===== src/ice_bus_pkg.sv =====
`default_nettype none

package ice_bus_pkg;

	typedef logic [7:0] byte_t;

	// One bit per GPIO pad
	typedef logic [23:0] gpio_word_t;

	// Reply FIFO in front of the UART transmitter
	localparam int TX_FIFO_DEPTH = 16;
	// Devices hold off below this much free space
	localparam int TX_FIFO_SLACK = 4;

endpackage

`default_nettype wire


===== src/ice_msg_pkg.sv =====
`default_nettype none

package ice_msg_pkg;

	// Device addresses on the message bus
	localparam int ADDR_BASICS = 0;
	localparam int ADDR_GPIO = 1;

	// Commands understood by the basics device
	localparam logic [7:0] CMD_VERSION = 8'h56;
	localparam logic [7:0] CMD_SET_DIR = 8'h64;
	localparam logic [7:0] CMD_SET_LEVEL = 8'h6c;
	localparam logic [7:0] CMD_READ_GPIO = 8'h67;

	// ASCII NAK
	localparam logic [7:0] NAK_CODE = 8'h15;

	// Major then minor
	localparam logic [15:0] VERSION_ID = 16'h0102;

endpackage

`default_nettype wire


===== src/ice_bus_if.sv =====
`timescale 1ns/1ps
`default_nettype none

interface ice_bus_if #(
	parameter int NUM_DEV = 2
);

	import ice_bus_pkg::*;

	// Host frame broadcast
	byte_t ma_data;
	byte_t ma_addr;
	logic ma_data_valid;
	logic ma_frame_valid;

	// Reply lanes, one per device
	byte_t sl_data [NUM_DEV];
	logic [NUM_DEV-1:0] sl_data_latch;
	logic [NUM_DEV-1:0] sl_arb_request;
	logic [NUM_DEV-1:0] sl_arb_grant;
	// Reply FIFO close to full
	logic sl_overflow;

	modport master (
		output ma_data, ma_addr, ma_data_valid, ma_frame_valid,
		output sl_overflow, sl_arb_grant,
		input sl_data, sl_data_latch, sl_arb_request
	);

	modport device (
		input ma_data, ma_addr, ma_data_valid, ma_frame_valid,
		input sl_overflow, sl_arb_grant,
		output sl_data, sl_data_latch, sl_arb_request
	);

endinterface

`default_nettype wire


===== src/uart.sv =====
`timescale 1ns/1ps
`default_nettype none

module uart #(
	parameter int DIVIDE_FACTOR = 174
) (
	input wire clk,
	input wire rst_n,
	input wire rx_in,
	output logic tx_out,
	input wire tx_latch,
	input wire ice_bus_pkg::byte_t tx_data,
	output logic tx_empty,
	output ice_bus_pkg::byte_t rx_data,
	output logic rx_latch
);

	import ice_bus_pkg::*;

	localparam int CW = $clog2(DIVIDE_FACTOR);
	// Start bit sampled mid-bit, then one full bit per step
	localparam logic [CW-1:0] HALF_BIT = CW'(DIVIDE_FACTOR / 2);
	localparam logic [CW-1:0] FULL_BIT = CW'(DIVIDE_FACTOR - 1);

	logic [1:0] rx_sync;
	logic rx_busy;
	logic [CW-1:0] rx_cnt;
	logic [3:0] rx_bit;
	byte_t rx_shift;

	logic [9:0] tx_sr;
	logic [CW-1:0] tx_cnt;
	logic [3:0] tx_bit;

	always_ff @(posedge clk) begin
		if (!rst_n) begin
			rx_sync <= 2'b11;
			rx_busy <= 1'b0;
			rx_cnt <= '0;
			rx_bit <= '0;
			rx_latch <= 1'b0;
		end else begin
			rx_sync <= {rx_sync[0], rx_in};
			rx_latch <= 1'b0;
			if (!rx_busy) begin
				// Falling edge of a start bit
				if (!rx_sync[1]) begin
					rx_busy <= 1'b1;
					rx_cnt <= HALF_BIT;
					rx_bit <= '0;
				end
			end else if (rx_cnt != '0) begin
				rx_cnt <= rx_cnt - CW'(1);
			end else begin
				rx_cnt <= FULL_BIT;
				rx_bit <= rx_bit + 4'd1;
				if (rx_bit == 4'd0 && rx_sync[1]) begin
					// Line high again so the start was a glitch
					rx_busy <= 1'b0;
				end else if (rx_bit == 4'd9) begin
					rx_busy <= 1'b0;
					// Byte kept only with a good stop bit
					rx_latch <= rx_sync[1];
				end
			end
		end
	end

	// Data bits arrive LSB first
	always_ff @(posedge clk) begin
		if (rx_busy && rx_cnt == '0) begin
			if (rx_bit >= 4'd1 && rx_bit <= 4'd8) begin
				rx_shift <= {rx_sync[1], rx_shift[7:1]};
			end
			if (rx_bit == 4'd9) begin
				rx_data <= rx_shift;
			end
		end
	end

	// Bit 0 of the shifter is the line
	assign tx_out = tx_sr[0];

	always_ff @(posedge clk) begin
		if (!rst_n) begin
			tx_sr <= '1;
			tx_empty <= 1'b1;
			tx_cnt <= '0;
			tx_bit <= '0;
		end else if (tx_empty) begin
			if (tx_latch) begin
				// Stop, data, start
				tx_sr <= {1'b1, tx_data, 1'b0};
				tx_empty <= 1'b0;
				tx_cnt <= FULL_BIT;
				tx_bit <= '0;
			end
		end else if (tx_cnt != '0) begin
			tx_cnt <= tx_cnt - CW'(1);
		end else begin
			tx_cnt <= FULL_BIT;
			tx_sr <= {1'b1, tx_sr[9:1]};
			tx_bit <= tx_bit + 4'd1;
			// Stop bit done
			if (tx_bit == 4'd9) begin
				tx_empty <= 1'b1;
			end
		end
	end

	// Controller loads only an idle transmitter
	assert property (@(posedge clk) disable iff (!rst_n) tx_latch |-> tx_empty)
		else $error("uart: tx_latch while the transmitter is busy");

endmodule

`default_nettype wire


===== src/ice_bus_controller.sv =====
`timescale 1ns/1ps
`default_nettype none

module ice_bus_controller #(
	parameter int NUM_DEV = 2
) (
	input wire clk,
	input wire rst_n,
	input wire ice_bus_pkg::byte_t rx_char,
	input wire rx_char_valid,
	output ice_bus_pkg::byte_t tx_char,
	output logic tx_char_valid,
	input wire tx_char_ready,
	ice_bus_if.master bus
);

	import ice_bus_pkg::*;
	import ice_msg_pkg::*;

	localparam int PW = $clog2(TX_FIFO_DEPTH);
	localparam logic [PW:0] FULL_COUNT = (PW + 1)'(TX_FIFO_DEPTH);
	localparam logic [PW:0] HIGH_MARK = (PW + 1)'(TX_FIFO_DEPTH - TX_FIFO_SLACK);

	typedef enum logic [1:0] {P_ADDR, P_LEN, P_DATA, P_END} parse_t;

	parse_t state;
	byte_t remaining;
	logic nak_first;
	logic nak_second;

	logic [NUM_DEV-1:0] grant;
	byte_t dev_byte;
	logic dev_write;

	byte_t fifo_mem [TX_FIFO_DEPTH];
	logic [PW-1:0] wr_ptr;
	logic [PW-1:0] rd_ptr;
	logic [PW:0] count;
	logic wr_en;
	logic rd_en;
	byte_t wr_data;

	// Frame parser
	always_ff @(posedge clk) begin
		if (!rst_n) begin
			state <= P_ADDR;
			remaining <= '0;
			bus.ma_frame_valid <= 1'b0;
			bus.ma_data_valid <= 1'b0;
		end else begin
			bus.ma_data_valid <= 1'b0;
			case (state)
				P_ADDR: begin
					if (rx_char_valid) begin
						bus.ma_frame_valid <= 1'b1;
						state <= P_LEN;
					end
				end
				P_LEN: begin
					if (rx_char_valid) begin
						remaining <= rx_char;
						state <= (rx_char == '0) ? P_END : P_DATA;
					end
				end
				P_DATA: begin
					if (rx_char_valid) begin
						bus.ma_data_valid <= 1'b1;
						remaining <= remaining - 8'd1;
						if (remaining == 8'd1) begin
							state <= P_END;
						end
					end
				end
				default: begin
					// Frame valid covers the last data strobe
					bus.ma_frame_valid <= 1'b0;
					state <= P_ADDR;
				end
			endcase
		end
	end

	always_ff @(posedge clk) begin
		if (rx_char_valid && state == P_ADDR) begin
			bus.ma_addr <= rx_char;
		end
		if (rx_char_valid && state == P_DATA) begin
			bus.ma_data <= rx_char;
		end
	end

	// No device at this address
	assign nak_first = (state == P_END) && (bus.ma_addr >= byte_t'(NUM_DEV));

	always_ff @(posedge clk) begin
		if (!rst_n) begin
			nak_second <= 1'b0;
			grant <= '0;
		end else begin
			nak_second <= nak_first;
			if (grant == '0) begin
				// Lowest requesting index wins
				grant <= bus.sl_arb_request & (~bus.sl_arb_request + NUM_DEV'(1));
			end else if ((grant & bus.sl_arb_request) == '0) begin
				grant <= '0;
			end
		end
	end

	assign bus.sl_arb_grant = grant;

	always_comb begin
		dev_byte = '0;
		for (int i = 0; i < NUM_DEV; i++) begin
			if (grant[i]) begin
				dev_byte = bus.sl_data[i];
			end
		end
	end

	// Strobes without the grant are dropped
	assign dev_write = |(bus.sl_data_latch & grant);

	// NAK pair owns the write port for two cycles
	assign wr_en = nak_first | nak_second | dev_write;
	assign wr_data = nak_first ? NAK_CODE : (nak_second ? bus.ma_addr : dev_byte);
	assign bus.sl_overflow = (count > HIGH_MARK) | nak_first | nak_second;

	// Drain into the UART whenever it is idle
	assign rd_en = tx_char_ready && (count != '0);
	assign tx_char_valid = rd_en;
	assign tx_char = fifo_mem[rd_ptr];

	always_ff @(posedge clk) begin
		if (!rst_n) begin
			wr_ptr <= '0;
			rd_ptr <= '0;
			count <= '0;
		end else begin
			if (wr_en) begin
				wr_ptr <= wr_ptr + PW'(1);
			end
			if (rd_en) begin
				rd_ptr <= rd_ptr + PW'(1);
			end
			count <= count + (PW + 1)'(wr_en) - (PW + 1)'(rd_en);
		end
	end

	always_ff @(posedge clk) begin
		if (wr_en) begin
			fifo_mem[wr_ptr] <= wr_data;
		end
	end

	// One owner of the reply path at a time
	assert property (@(posedge clk) disable iff (!rst_n) $onehot0(grant))
		else $error("ice_bus_controller: more than one grant");
	// Device stall lands before the FIFO fills
	assert property (@(posedge clk) disable iff (!rst_n) wr_en |-> count != FULL_COUNT)
		else $error("ice_bus_controller: write into a full FIFO");

endmodule

`default_nettype wire


===== src/basics_int.sv =====
`timescale 1ns/1ps
`default_nettype none

module basics_int (
	input wire clk,
	input wire rst_n,
	input wire ice_bus_pkg::gpio_word_t gpio_read,
	output ice_bus_pkg::gpio_word_t gpio_level,
	output ice_bus_pkg::gpio_word_t gpio_direction,
	ice_bus_if.device bus
);

	import ice_bus_pkg::*;
	import ice_msg_pkg::*;

	localparam byte_t MY_ADDR = byte_t'(ADDR_BASICS);

	logic mine;
	logic in_frame;
	logic pend;
	logic req;
	logic send;
	logic start;
	logic has_cmd;
	logic [2:0] idx;
	logic [2:0] left;
	logic [2:0] reply_len;
	byte_t cmd;
	gpio_word_t arg;
	logic [39:0] reply;
	logic [39:0] reply_next;

	assign mine = bus.ma_frame_valid && bus.ma_addr == MY_ADDR;
	// Reply built once the previous one is out
	assign start = pend && !req;
	assign has_cmd = idx != '0;
	assign send = req && bus.sl_arb_grant[ADDR_BASICS] && !bus.sl_overflow;

	assign bus.sl_arb_request[ADDR_BASICS] = req;
	assign bus.sl_data[ADDR_BASICS] = reply[39:32];
	assign bus.sl_data_latch[ADDR_BASICS] = send;

	always_comb begin
		// Unknown or missing command
		reply_len = 3'd3;
		reply_next = {MY_ADDR, 8'd1, NAK_CODE, 16'h0};
		if (has_cmd) begin
			case (cmd)
				CMD_VERSION: begin
					reply_len = 3'd4;
					reply_next = {MY_ADDR, 8'd2, VERSION_ID, 8'h0};
				end
				CMD_SET_DIR, CMD_SET_LEVEL: begin
					reply_len = 3'd2;
					reply_next = {MY_ADDR, 8'd0, 24'h0};
				end
				CMD_READ_GPIO: begin
					reply_len = 3'd5;
					reply_next = {MY_ADDR, 8'd3, gpio_read};
				end
				default: begin
				end
			endcase
		end
	end

	always_ff @(posedge clk) begin
		if (!rst_n) begin
			in_frame <= 1'b0;
			pend <= 1'b0;
			req <= 1'b0;
			idx <= '0;
			left <= '0;
			gpio_level <= '0;
			gpio_direction <= '0;
		end else begin
			in_frame <= mine;
			if (mine && !in_frame) begin
				idx <= '0;
			end
			// Count up to the command and three argument bytes
			if (mine && bus.ma_data_valid && idx != 3'd4) begin
				idx <= idx + 3'd1;
			end
			if (start) begin
				pend <= 1'b0;
				req <= 1'b1;
				left <= reply_len;
				if (has_cmd && cmd == CMD_SET_DIR) begin
					gpio_direction <= arg;
				end
				if (has_cmd && cmd == CMD_SET_LEVEL) begin
					gpio_level <= arg;
				end
			end
			// Falling edge of our frame
			if (in_frame && !mine) begin
				pend <= 1'b1;
			end
			if (send) begin
				left <= left - 3'd1;
				if (left == 3'd1) begin
					req <= 1'b0;
				end
			end
		end
	end

	always_ff @(posedge clk) begin
		if (mine && bus.ma_data_valid) begin
			if (idx == '0) begin
				cmd <= bus.ma_data;
			end else if (idx != 3'd4) begin
				// Argument arrives MSB first
				arg <= {arg[15:0], bus.ma_data};
			end
		end
		if (start) begin
			reply <= reply_next;
		end else if (send) begin
			reply <= {reply[31:0], 8'h0};
		end
	end

endmodule

`default_nettype wire


===== src/gpio_int.sv =====
`timescale 1ns/1ps
`default_nettype none

module gpio_int (
	input wire clk,
	input wire rst_n,
	input wire ice_bus_pkg::gpio_word_t gpio_in,
	input wire ice_bus_pkg::gpio_word_t gpio_level,
	input wire ice_bus_pkg::gpio_word_t gpio_direction,
	output ice_bus_pkg::gpio_word_t gpio_out,
	output ice_bus_pkg::gpio_word_t gpio_oe,
	output ice_bus_pkg::gpio_word_t gpio_sync,
	ice_bus_if.device bus
);

	import ice_bus_pkg::*;
	import ice_msg_pkg::*;

	localparam byte_t MY_ADDR = byte_t'(ADDR_GPIO);

	gpio_word_t sync1;
	gpio_word_t prev;
	logic pend;
	logic req;
	logic send;
	logic start;
	logic [2:0] left;
	byte_t tag;
	logic [47:0] report;

	// Direction bit set drives the pad
	assign gpio_out = gpio_level;
	assign gpio_oe = gpio_direction;

	assign start = pend && !req;
	assign send = req && bus.sl_arb_grant[ADDR_GPIO] && !bus.sl_overflow;

	assign bus.sl_arb_request[ADDR_GPIO] = req;
	assign bus.sl_data[ADDR_GPIO] = report[47:40];
	assign bus.sl_data_latch[ADDR_GPIO] = send;

	always_ff @(posedge clk) begin
		if (!rst_n) begin
			sync1 <= '0;
			gpio_sync <= '0;
			prev <= '0;
			pend <= 1'b0;
			req <= 1'b0;
			left <= '0;
			tag <= '0;
		end else begin
			// Two-flop pad synchronizer
			sync1 <= gpio_in;
			gpio_sync <= sync1;
			prev <= gpio_sync;
			if (start) begin
				pend <= 1'b0;
				req <= 1'b1;
				left <= 3'd6;
				tag <= tag + 8'd1;
			end
			// Input pins only
			if (((gpio_sync ^ prev) & ~gpio_direction) != '0) begin
				pend <= 1'b1;
			end
			if (send) begin
				left <= left - 3'd1;
				if (left == 3'd1) begin
					req <= 1'b0;
				end
			end
		end
	end

	// Later changes fold into a pending report
	always_ff @(posedge clk) begin
		if (start) begin
			report <= {MY_ADDR, 8'd4, tag, gpio_sync};
		end else if (send) begin
			report <= {report[39:0], 8'h0};
		end
	end

endmodule

`default_nettype wire


===== src/ice_bus.sv =====
`timescale 1ns/1ps
`default_nettype none

module ice_bus #(
	parameter int NUM_DEV = 2,
	// 20 MHz clock at 115200 baud
	parameter int DIVIDE_FACTOR = 174
) (
	input wire clk,
	input wire rst_n,
	input wire uart_rx,
	output logic uart_tx,
	input wire ice_bus_pkg::gpio_word_t gpio_in,
	output ice_bus_pkg::gpio_word_t gpio_out,
	output ice_bus_pkg::gpio_word_t gpio_oe
);

	import ice_bus_pkg::*;

	byte_t rx_data;
	byte_t tx_data;
	logic rx_latch;
	logic tx_latch;
	logic tx_empty;
	gpio_word_t gpio_level;
	gpio_word_t gpio_direction;
	gpio_word_t gpio_sync;

	ice_bus_if #(.NUM_DEV(NUM_DEV)) bus ();

	// Host serial line
	uart #(.DIVIDE_FACTOR(DIVIDE_FACTOR)) u1 (
		.clk(clk),
		.rst_n(rst_n),
		.rx_in(uart_rx),
		.tx_out(uart_tx),
		.tx_latch(tx_latch),
		.tx_data(tx_data),
		.tx_empty(tx_empty),
		.rx_data(rx_data),
		.rx_latch(rx_latch)
	);

	ice_bus_controller #(.NUM_DEV(NUM_DEV)) ice1 (
		.clk(clk),
		.rst_n(rst_n),
		.rx_char(rx_data),
		.rx_char_valid(rx_latch),
		.tx_char(tx_data),
		.tx_char_valid(tx_latch),
		.tx_char_ready(tx_empty),
		.bus(bus)
	);

	// Version and GPIO settings, reads back the synchronized pads
	basics_int bi0 (
		.clk(clk),
		.rst_n(rst_n),
		.gpio_read(gpio_sync),
		.gpio_level(gpio_level),
		.gpio_direction(gpio_direction),
		.bus(bus)
	);

	gpio_int gi1 (
		.clk(clk),
		.rst_n(rst_n),
		.gpio_in(gpio_in),
		.gpio_level(gpio_level),
		.gpio_direction(gpio_direction),
		.gpio_out(gpio_out),
		.gpio_oe(gpio_oe),
		.gpio_sync(gpio_sync),
		.bus(bus)
	);

endmodule

`default_nettype wire


===== config.mk =====
export PLATFORM = sky130hd
export DESIGN_NAME = ice_bus
export DESIGN_NICKNAME = d
export VERILOG_FILES = /design/src/ice_bus_pkg.sv /design/src/ice_msg_pkg.sv /design/src/ice_bus_if.sv /design/src/uart.sv /design/src/ice_bus_controller.sv /design/src/basics_int.sv /design/src/gpio_int.sv /design/src/ice_bus.sv
export SDC_FILE = /design/constraint.sdc
export NUM_CORES = 1
export LEC_CHECK = 0
export ABC_CLOCK_PERIOD_IN_PS = 8600
export BUFFER_PORTS_ARGS = -buffer_cell sky130_fd_sc_hd__clkbuf_2
export CORE_ASPECT_RATIO = 1.4
export CORE_MARGIN = 8
export CORE_UTILIZATION = 55
export CTS_BUF_LIST = sky130_fd_sc_hd__clkbuf_8
export DETAILED_ROUTE_END_ITERATION = 12
export PLACE_DENSITY_LB_ADDON = 0.25
export SLEW_MARGIN = 30
export SYNTH_ARGS = -nofsm -noshare
export SYNTH_HDL_FRONTEND = slang
export SYNTH_SLANG_ARGS = --single-unit

===== constraint.sdc =====
create_clock -name clk -period 8.6 [get_ports clk]
set_clock_uncertainty 0.15 [all_clocks]
set_input_delay 1.72 -clock clk [delete_from_list [all_inputs] [get_ports clk]]
set_output_delay 1.72 -clock clk [all_outputs]
set_load 0.005 [all_outputs]

# After elaboration in Yosys (flattened, before gate mapping)
# Memories as Yosys holds them, arrays and structs flattened. A register that Yosys moved wholly into a read port is not among the register bits.
# Index checks and enable logic that the tools add are counted.
# Widths: inputs -> output; s select.
[word_totals]
reg_bits = 361
ramBits = 128
in_bits = 27
output_inout_bits = 49
wordCells = 228
memories = 1
[mem_list]
columns = ["name", "depth", "width", "read_ports", "rd_clocked_by_memory_dff", "write_ports", "line", "text"]
rows = [
  ["ice1.fifo_mem", 16, 8, 1, 1, 1, "ice_bus_controller.sv:35", "byte_t fifo_mem [TX_FIFO_DEPTH];"],
]
[classes]
add_sub_neg = 14
n_lt_le_gt_ge = 4
eq_ne = 21
muxes = 70
bitwise = 16
n_reduce_logical = 61
[ops]
columns = ["operator", "count"]
rows = [
  ["$mux 40", 3],
  ["$mux 8", 12],
  ["$pmux 26 s3", 1],
  ["$mux 32", 2],
  ["$eq 8x7->1 const B", 4],
  ["$mux 4", 8],
  ["$mux 10", 3],
  ["$and 24x24->24", 1],
  ["$logic_not 8->1", 3],
  ["$mux 1", 24],
  ["$not 24->24", 1],
  ["$reduce_bool 24->1", 1],
  ["$sub 8x1->8 const B", 3],
  ["$xor 24x24->24", 1],
  ["$mux 3", 7],
  ["$logic_and 1x1->1", 20],
  ["$reduce_and 2->1", 9],
  ["$add 4x1->4 const B", 4],
  ["$pmux 8 s2", 1],
  ["$reduce_bool 8->1", 2],
  ["$reduce_bool 2->1", 7],
  ["$mux 2", 6],
  ["$ne 2x2->1 const B", 5],
  ["$pmux 3 s3", 1],
  ["33 further kinds", 57],
]

# Logic depth before layout (Yosys ltp)
# Gate-level depths: netlist (run 1).
[logic_depth]
word_depth = 11
mapped_depth = 14
ltp_nobuf = 14

# Least setup slack after synthesis (run 1)
# Ideal clock, no wire load.
[synth_path]
kind = "reg2reg"
startpoint = "reg ice1.count[2]"
endpoint = "reg ice1.count[4]"
setup_time_ps = 128
arrival_ps = 2605
required_ps = 8322
path_slack_ps = 5717
path_stages_with_launch = 14
path_buffers = 1
synth_period_minus_slack_ps = 2883
cell_sequence = "dfxtp_1 > ha_1 > or3b_4 > a311oi_2 > or4_4 > buf_6 > ha_1 > inv_1 > fa_1 > inv_1 > a21oi_1 > o21bai_1 > xnor2_1 > nor2_1"
[synth_via]
elab_chain_len = 10
word_cells_on_any_way = 13
cone_classes = "add/sub: 2; order compare: 1; bitwise: 4; reduce/logical: 6"
[synth_lines]
columns = ["element", "line", "text"]
rows = [
  ["from (decl)", "ice_bus_controller.sv:38", "logic [PW:0] count;"],
  ["from (signal assigned)", "ice_bus_controller.sv:146", "count <= count + (PW + 1)'(wr_en) - (PW + 1)'(rd_en);"],
  ["$gt 5x4->1 (*)", "ice_bus_controller.sv:127", "assign bus.sl_overflow = (count > HIGH_MARK) | nak_first | nak_second;"],
  ["$or 1x1->1 (*) (2 in a row)", "ice_bus_controller.sv:127", ""],
  ["$logic_not 1->1 (*)", "basics_int.sv:37, gpio_int.sv:36", ""],
  ["$logic_and 1x1->1 (on tied branches)", "basics_int.sv:37, gpio_int.sv:36", ""],
  ["$and 2x2->2 (*)", "ice_bus_controller.sv:122", "assign dev_write = |(bus.sl_data_latch & grant);"],
  ["$reduce_or 2->1 (*)", "ice_bus_controller.sv:122", ""],
  ["$or 1x1->1 (*)", "ice_bus_controller.sv:125", "assign wr_en = nak_first | nak_second | dev_write;"],
  ["via ice1.wr_en", "ice_bus_controller.sv:39", "logic wr_en;"],
  ["$add 5x1->5 (*)", "ice_bus_controller.sv:146", ""],
  ["$sub 5x1->5 (*)", "ice_bus_controller.sv:146", ""],
]
# The timed path passes the listed nets; every way through them passes the cells marked *.
# A chain may end at the register's enable or synchronous reset.

# Final worst setup path (run 1)
[layout_path]
startpoint = "in rst_n"
endpoint = "reg gi1.left[2]"
[layout_lines]
columns = ["element", "line", "text"]
rows = [
  ["from (decl)", "ice_bus.sv:10", "input wire rst_n,"],
  ["to (signal assigned)", "gpio_int.sv:67", "left <= left - 3'd1;"],
  ["to (decl)", "gpio_int.sv:27", "logic [2:0] left;"],
]
# No word-level cell between the ends.

==> flow_summary.json, run 1 <==
{
  "status": "completed",
  "critPathLaunch": "rst_n",
  "arrival_ps": 3510,
  "dr.pass1.iters": 5,
  "ctsResizeCount": 0,
  "nets": 1659,
  "synth-async-reset-ratio_pct": 0,
  "ios": 76,
  "synth_top_family_by_area": "simple AND/OR/NAND/NOR gates",
  "synthAdderAreaFrac_pct": 2.456,
  "crit_fanout": 59,
  "layout.cells.most_common": "edfxtp_1",
  "hold_viol_final": 0,
  "synth_nets": 1571,
  "cts_buffers": 73,
  "io_buffers": 75,
  "final_max_slew_viol_count": 0,
  "cts_tree": "done",
  "whs_path_depth": 1,
  "start_kind": "input port",
  "synth_xor_area_share_pct": 1.777,
  "antenna_found_initial": 0,
  "via_count": 11430,
  "avgViaCountPerCell": 5.416,
  "synthToLayoutAreaGrowth_pct": 11.86,
  "drc": 0,
  "final.fill_count": 2716,
  "antenna-diode-count": 0,
  "min_period_over_period_pct": 36.53,
  "synth_cell_types": 78,
  "layout-drive-gt1-share_pct": 16.01,
  "grt_pass1_vias": 11380,
  "place_hpwl_um": 26090,
  "routed_wl_um": 38790,
  "antenna_left": 0,
  "reg2regPathDepth": 12,
  "p_leak_nw": 8.046,
  "clkTransAtPathRegs_ps": 60,
  "finalSetupTns_ps": 0,
  "peakVddDrop_mv": 0.1683,
  "wl_per_cell_um": 18.37,
  "maxClockFrequency_ghz": 0.3184,
  "required_ps": 8970,
  "rr_startpoint": "ice1.count[2]",
  "die_area_um2": 41140,
  "num_rows": 81,
  "end_kind": "flop",
  "hp-start": "u1.rx_sync[0]",
  "synth-edff-count": 264,
  "gr-usage-all-layers_pct": 18.68,
  "powerDensity_nw_per_um2": 243.3,
  "cts_buffer_depth": 3,
  "seq_area_frac_synth_pct": 65.22,
  "setup_viol": 0,
  "synth-compound-area-share_pct": 7.480,
  "tightest_slew_ps": 885.3,
  "slew_headroom_pct": 40.98,
  "hold_path_class": "reg2reg",
  "syn_area_um2": 19150,
  "core-area_um2": 34660,
  "synth_seq_cells": 492,
  "register_area_um2": 12490,
  "synthCells": 1507,
  "final_cell_mix": "264 x edfxtp_1, 226 x dfxtp_1, 146 x nand2_1",
  "yosys_most_used_dff": "edfxtp_1",
  "yosys.area_share.simple_pct": 13.95,
  "holdWs_ps": 264.9,
  "postCtsHoldBufs": 0,
  "start_util_pct": 55.26,
  "yosys-mux-area-fraction_pct": 6.539,
  "cts_root_buffer": "clkbuf_8",
  "synth.avg_cell_area_um2": 12.71,
  "multi_input_area_um2": 6210,
  "finalCriticalPeriod_ps": 3141,
  "cap_violations": 0,
  "crit_type": "in2reg",
  "cts_setup_buffers": 0,
  "first_iter_violations": 708,
  "grt_pass1_wl_um": 60850,
  "grt_max_degree": 102,
  "clock_sinks": 492,
  "synth_warnings": 0,
  "die_w_um": 173.7,
  "grt-ovfl-total": 0,
  "fin_util_pct": 61.82,
  "htree_levels": 3,
  "die_h_um": 236.8,
  "gp_congestion": 0.8039,
  "clk-insertion-delay-late_ps": 620,
  "rsz0062_at_grt": "false"
}
==> path summary, 6_finish.rpt <==
kind / endpoint / slack (ps)
setup / recovery: gi1.left[2] / 5460
hold / removal: u1.rx_sync[1] / 260
setup reg to reg: ice1.count[4] / 5470
hold reg to reg: u1.rx_sync[1] / 260
==> power by group <==
part / switching [mW] / internal (mW) / leakage [nW]
clock network: 0.881 / 1.05 / 0.854
registers: 0.0974 / 2.56 / 4.27
logic: 0.327 / 0.297 / 2.92
==> area by class of cell <==
cell class	instances	share of cell area, %
sequential	492	58.32
inverter	39	0.6891
timing repair buffer	87	2.266
tap	456	2.663
clock inverter	51	1.688
multi-input combinational	902	28.98
clock buffer	84	5.396
==> per-layer routing <==
metal / vias to the layer above / track usage [%] / part of all wire (%)
li1: 5572 / - / -
met1: 5547 / 19.96 / 39
met2: 229 / 35.19 / 55
met3: 86 / 3.283 / 3.3
met4: 0 / 8.517 / 3.4
met5: - / 0 / 0
==> synth_stat cells, types with 10 or more instances <==
| cell | count | area, um2 |
|---|---|---|
| buf_2 | 10 | 50.05 |
| xnor2_1 | 30 | 262.8 |
| mux4_2 | 32 | 720.7 |
| a31oi_1 | 11 | 68.82 |
| nor2_1 | 133 | 499.2 |
| a22oi_1 | 21 | 157.7 |
| a22o_1 | 12 | 105.1 |
| nand3_1 | 15 | 75.07 |
| edfxtp_1 | 264 | 7928 |
| nor2b_1 | 16 | 100.1 |
| clkbuf_1 | 48 | 180.2 |
| and3_1 | 25 | 156.4 |
| a211oi_1 | 12 | 90.09 |
| a21oi_1 | 60 | 300.3 |
| nand2b_1 | 11 | 68.82 |
| ha_1 | 36 | 450.4 |
| dfxtp_1 | 228 | 4564 |
| nor3_1 | 16 | 80.08 |
| o22ai_1 | 15 | 93.84 |
| o21ai_0 | 38 | 190.2 |
| nand2_1 | 146 | 548.0 |
| and2_1 | 109 | 681.9 |
| nand4_1 | 10 | 62.56 |
| inv_1 | 39 | 146.4 |
| mux2i_1 | 52 | 520.5 |
==> sequential cells by signal, summed over array words and instances, names as in the netlist, 9 cells and up, named ones only <==
register            count
gi1.report             48
gi1.sync1              24
gi1.prev               24
bi0.gpio_direction     24
ice1.fifo_mem         128
bi0.gpio_level         24
bi0.reply              40
bi0.arg                24
gi1.gpio_sync          24
u1.tx_sr                9
==> cells by family after synthesis <==
family / count (synthesis)
DFF: 492
muxes: 85
and+or+nand+nor: 527
buffers and inverters: 113
xor gates and xnor gates: 38
AOI/OAI and AO/OA: 215
adders and majority gates: 37
==> through the flow <==
stage	setup slack, ps	total power [mW]	instance area (um2)	std cells
3_5_place_dp	4837	3.334	19890	1976
4_1_cts	5456	5.264	21410	2111
3_3_place_gp	4877	3.308	19850	1974
5_1_grt	5248	5.436	21430	2111
2_1_floorplan	5717	3.194	19150	1507
6_report	5459	5.213	21430	2111
==> critical path, cell delays in order <==
cell,delay (ps)
buf_2,100
clkinv_2,640
buf_4,610
nor4_1,340
Power figures use the tool's default switching activity.
==> inputs of run 2 (changes only) <==
--- a/config.mk
+++ b/config.mk
@@ -5,7 +5,7 @@
 export SDC_FILE = /design/constraint.sdc
 export NUM_CORES = 1
 export LEC_CHECK = 0
-export ABC_CLOCK_PERIOD_IN_PS = 8600
+export ABC_CLOCK_PERIOD_IN_PS = 3300
 export BUFFER_PORTS_ARGS = -buffer_cell sky130_fd_sc_hd__clkbuf_2
 export CORE_ASPECT_RATIO = 1.4
 export CORE_MARGIN = 8
==> constraint.sdc (replaced) <==
create_clock -name clk -period 3.3 [get_ports clk]
set_clock_uncertainty 0.15 [all_clocks]
set_input_delay 0.66 -clock clk [delete_from_list [all_inputs] [get_ports clk]]
set_output_delay 0.66 -clock clk [all_outputs]
set_load 0.005 [all_outputs]
==> run 2 against run 1 <==
Effect of this change: count of clock-buffer cells in the layout increased by 2; critical path type is now reg2reg; clock power grew to 2.5 times the previous value; sequential cell count unchanged.
==> flow_summary.json, run 2 (synthesized netlist as in run 1, its figures left out) <==
{
  "slew_headroom_pct": 54.90,
  "grt-ovfl-total": 0,
  "seqPwrFrac_pct": 51.2,
  "wl_per_cell_um": 19.11,
  "required_ps": 3610,
  "comb_power_share_pct": 12.6,
  "cts_tree": "done",
  "switching_share_pct": 25.52,
  "place_hpwl_um": 27750,
  "num_rows": 81,
  "clock_sinks": 492,
  "finalCriticalPeriod_ps": 3062,
  "hold_viol_final": 0,
  "cap_violations": 0,
  "clkTransAtPathRegs_ps": 60,
  "grt_pass1_wl_um": 64560,
  "worstPathCellList": "inv_1 > ha_1 > nor4b_1 > nor2_1 > ha_1 > inv_1 > ha_1 > inv_1 > fa_1 > inv_1 > a21oi_1 > o21bai_1 > xnor2_1 > nor2_1",
  "cpLargestDelayFamily": "adder cells",
  "power.switching_mw": 3.439,
  "rr_startpoint": "ice1.count[2]",
  "peakVddDrop_mv": 0.3768,
  "grt_pass1_vias": 12050,
  "first_iter_violations": 721,
  "largest_reg_flops": 128,
  "maxClockFrequency_ghz": 0.3266,
  "final_max_slew_viol_count": 0,
  "avgViaCountPerCell": 5.477,
  "die_h_um": 236.8,
  "p_total_mw": 13.47,
  "crit_type": "reg2reg",
  "cts_root_buffer": "clkbuf_8",
  "tightest_slew_ps": 676.4,
  "ios": 76,
  "start_kind": "flop",
  "ctsResizeCount": 0,
  "routed_wl_um": 40750,
  "worst-path-buf-inv": 4,
  "end_kind": "flop",
  "gp_congestion": 0.8670,
  "cts_buffer_depth": 3,
  "die_area_um2": 41140,
  "cts_buffers": 74,
  "grt_max_degree": 113,
  "fin_util_pct": 62.05,
  "reg_top3": "ice1.fifo_mem x128, gi1.report x48, bi0.reply x40",
  "core-area_um2": 34660,
  "postPlaceCellArea_um2": 20020,
  "final_cell_mix": "264 x edfxtp_1, 227 x dfxtp_1, 146 x nand2_1",
  "drc": 0,
  "setup_viol": 0,
  "rsz0062_at_grt": "false",
  "layout.cells.most_common": "edfxtp_1",
  "critPathLaunch": "ice1.count[2]",
  "die_w_um": 173.7,
  "top_register": "ice1.fifo_mem",
  "holdWs_ps": 90.61,
  "powerDensity_nw_per_um2": 626.4,
  "nets": 1680,
  "p_leak_nw": 8.149,
  "layout-drive-gt1-share_pct": 16.35,
  "via_count": 11680,
  "p_int_mw": 10.03,
  "hold_path_class": "in2reg",
  "status": "completed",
  "path_common_cell": "inv_1",
  "finalSetupTns_ps": 0,
  "gr-usage-all-layers_pct": 19.81,
  "start_util_pct": 55.26,
  "synthToLayoutAreaGrowth_pct": 12.28,
  "min_period_over_period_pct": 92.79,
  "arrival_ps": 3380,
  "cts_setup_buffers": 0,
  "htree_levels": 3,
  "clk-insertion-delay-late_ps": 630,
  "antenna_found_initial": 1,
  "p_clk_share_pct": 36.1,
  "slowest_delay_ps": 470,
  "antenna_left": 0,
  "postCtsHoldBufs": 0,
  "slowest_stage": "nor4b_1",
  "crit_fanout": 6,
  "dr.pass1.iters": 6,
  "io_buffers": 75,
  "hp-start": "uart_rx",
  "stdcell_area_um2": 21510
}
## run 2: per-layer routing
| layer | wire length [um] | track usage (%) | vias up |
|---|---|---|---|
| met5 | 0 | 0 | - |
| met4 | 1580 | 10.49 | 0 |
| met3 | 1565 | 3.204 | 78 |
| met2 | 22180 | 37.14 | 288 |
| met1 | 15430 | 20.94 | 5676 |
| li1 | - | - | 5641 |
## run 2: area by class of cell
class / count / area, um2
tap: 456 / 570.5
fill: 2681 / 13160
multi-input combinational: 902 / 6188
timing repair buffer: 107 / 628.1
clock buffer: 86 / 1184
clock inverter: 50 / 291.5
inverter: 39 / 147.6
sequential: 492 / 12490
antenna: 1 / 2.502
## run 2: metrics by stage
stage / worst slack, ps / instances
2_1_floorplan: 417.3 / 1507
3_5_place_dp: 294.3 / 1996
3_3_place_gp: 391.4 / 1996
5_1_grt: 25.32 / 2133
4_1_cts: 280.7 / 2132
6_report: 237.9 / 2133
## run 2: final timing paths
kind         cells after the start  slack [ps]            end
max                             14         240  ice1.count[4]
max reg2reg                     14         240  ice1.count[4]
min                              2          90  u1.rx_sync[0]
min reg2reg                      1         250  u1.rx_sync[1]
## run 2: worst register-to-register path, stage by stage (launching register included)
cell	delay (ps)
dfxtp_1	370
inv_1	100
ha_1	140
nor4b_1	470
nor2_1	240
ha_1	340
inv_1	60
ha_1	150
inv_1	60
fa_1	390
inv_1	70
a21oi_1	60
o21bai_1	160
xnor2_1	130
nor2_1	50
## run 2: power groups by stage
stage / Sequential [mW] / Combinational (mW) / Clock, mW
finish: 6.90 / 1.70 / 4.87
global placement: 7.02 / 1.65 / 0
global route: 6.93 / 1.88 / 5.24
floorplan: 6.93 / 1.39 / 0
CTS: 6.90 / 1.72 / 4.98
detailed placement: 7.03 / 1.71 / 0
==> inputs of run 3 (changes only) <==
--- a/config.mk
+++ b/config.mk
@@ -13,6 +13,7 @@
 export CTS_BUF_LIST = sky130_fd_sc_hd__clkbuf_8
 export DETAILED_ROUTE_END_ITERATION = 12
 export PLACE_DENSITY_LB_ADDON = 0.25
+export REMOVE_ABC_BUFFERS = 1
 export SLEW_MARGIN = 30
 export SYNTH_ARGS = -nofsm -noshare
 export SYNTH_HDL_FRONTEND = slang
==> run 3 against run 2 <==
Effect of this change: sequential share of layout area decreased by 0.21 points; combinational power increased by 4%; die area unchanged; non-clock buffer count decreased by 1; critical endpoint unchanged; critical path depth decreased by 2; largest power group unchanged; design area increased by 0.35%; via count increased by 0.33%; critical path type unchanged; count of clock-buffer cells in the layout increased by 2; total power increased by 2.0%; highest routed layer unchanged; sequential cell count unchanged; final cell count decreased by 0.14%; register-to-register slack improved by 70 ps.
==> flow_summary.json, run 3 (synthesized netlist as in run 1, its figures left out) <==
{
  "status": "completed",
  "layout.cells.most_common": "edfxtp_1",
  "stdcell_area_um2": 21580,
  "comb_power_share_pct": 12.9,
  "required_ps": 3640,
  "via_count": 11720,
  "cts_setup_buffers": 0,
  "cts_buffer_depth": 3,
  "clk-insertion-delay-late_ps": 620,
  "switching_share_pct": 25.43,
  "grt-ovfl-total": 0,
  "wl_per_cell_um": 19.20,
  "crit_fanout": 5,
  "peakVddDrop_mv": 0.5013,
  "p_int_mw": 10.24,
  "ctsResizeCount": 0,
  "p_leak_nw": 8.129,
  "top_register": "ice1.fifo_mem",
  "layout-drive-gt1-share_pct": 16.67,
  "slowest_stage": "dfxtp_1",
  "final.fill_count": 2680,
  "reg_top3": "ice1.fifo_mem x128, gi1.report x48, bi0.reply x40",
  "clock_sinks": 492,
  "powerDensity_nw_per_um2": 636.4,
  "htree_levels": 3,
  "drc": 0,
  "antenna_found_initial": 0,
  "worstPathCellList": "ha_1 > or3b_4 > a311oi_2 > or4_4 > ha_1 > inv_1 > fa_1 > inv_1 > a21oi_1 > o21bai_1 > xnor2_1 > nor2_1",
  "rsz0062_at_grt": "false",
  "seqPwrFrac_pct": 50.3,
  "largest_reg_flops": 128,
  "num_rows": 81,
  "avgViaCountPerCell": 5.503,
  "p_clk_share_pct": 36.8,
  "crit_type": "reg2reg",
  "holdWs_ps": 84.05,
  "clkTransAtPathRegs_ps": 70,
  "grt_max_degree": 102,
  "slowest_delay_ps": 440,
  "core-area_um2": 34660,
  "finalSetupTns_ps": 0,
  "cts_root_buffer": "clkbuf_8",
  "tightest_slew_ps": 926.6,
  "final_cell_mix": "264 x edfxtp_1, 227 x dfxtp_1, 146 x nand2_1",
  "io_buffers": 75,
  "grt_pass1_wl_um": 64410,
  "power.switching_mw": 3.493,
  "finalCriticalPeriod_ps": 2990,
  "start_util_pct": 55.26,
  "die_area_um2": 41140,
  "cts_buffers": 73,
  "final_max_slew_viol_count": 0,
  "end_kind": "flop",
  "ios": 76,
  "die_h_um": 236.8,
  "min_period_over_period_pct": 90.60,
  "setup_viol": 0,
  "grt_pass1_vias": 12160,
  "postCtsHoldBufs": 0,
  "maxClockFrequency_ghz": 0.3345,
  "hold_viol_final": 0,
  "slew_headroom_pct": 38.23,
  "die_w_um": 173.7,
  "dr.pass1.iters": 5,
  "gr-usage-all-layers_pct": 19.80,
  "gp_congestion": 0.8066,
  "antenna_left": 0,
  "routed_wl_um": 40890,
  "postPlaceCellArea_um2": 20040,
  "place_hpwl_um": 27010,
  "cap_violations": 0,
  "first_iter_violations": 713,
  "arrival_ps": 3330,
  "antenna-diode-count": 0,
  "synthToLayoutAreaGrowth_pct": 12.68,
  "hold_path_class": "in2reg",
  "nets": 1678,
  "start_kind": "flop",
  "cts_tree": "done",
  "fin_util_pct": 62.27
}
## run 3: layout make-up
class,count,area (um2),area share (%)
repair buffers,106,648.1,3.003
flip-flops and latches,492,12490,57.89
well taps,456,570.5,2.644
clock inverters,47,322.8,1.496
clock buffers,88,1211,5.612
multi-input cells,902,6188,28.67
inverters,39,147.6,0.6841
## run 3: metal layers
metal | wire [um] | track usage, %
met5 | 0 | 0
met4 | 1474 | 10.21
met3 | 1931 | 3.857
met2 | 21350 | 35.38
met1 | 16130 | 22.15
## run 3: final timing paths
check / end / slack, ps / cells past startpoint / startpoint
worst max-delay path: ice1.count[4] / 310 / 12 / ice1.count[2]
worst max register to register: ice1.count[4] / 310 / 12 / ice1.count[2]
worst min register to register: u1.rx_sync[1] / 270 / 1 / u1.rx_sync[0]
worst min-delay path: u1.rx_sync[0] / 80 / 2 / uart_rx
## run 3: per-stage QoR
stage               setup slack [ps]  instances  total power [mW]
global placement               421.2       1995             8.717
detailed placement             375.3       1995             8.804
floorplan                      100.6       1433             8.254
global route                   128.5       2130             14.30
CTS                            339.3       2130             13.84
finish                         310.3       2130             13.73
## run 3: power groups by stage
stage                     logic, mW  registers [mW]  clock network [mW]
final                          1.77            6.91                5.06
after CTS                      1.77            6.91                5.15
after floorplan                1.20            7.05                   0
after global routing           1.94            6.94                5.42
after detailed placement       1.76            7.04                   0
after global placement         1.69            7.03                   0
## run 3: critical path: cells and delay by family (launching register included)
kind	cells	cell delay [ps]
AOI/OAI and AO/OA	3	630
xor gates and xnor gates	1	140
DFF	1	440
adders and majority gates	3	740
buffers and inverters	2	130
and+or+nand+nor	3	660
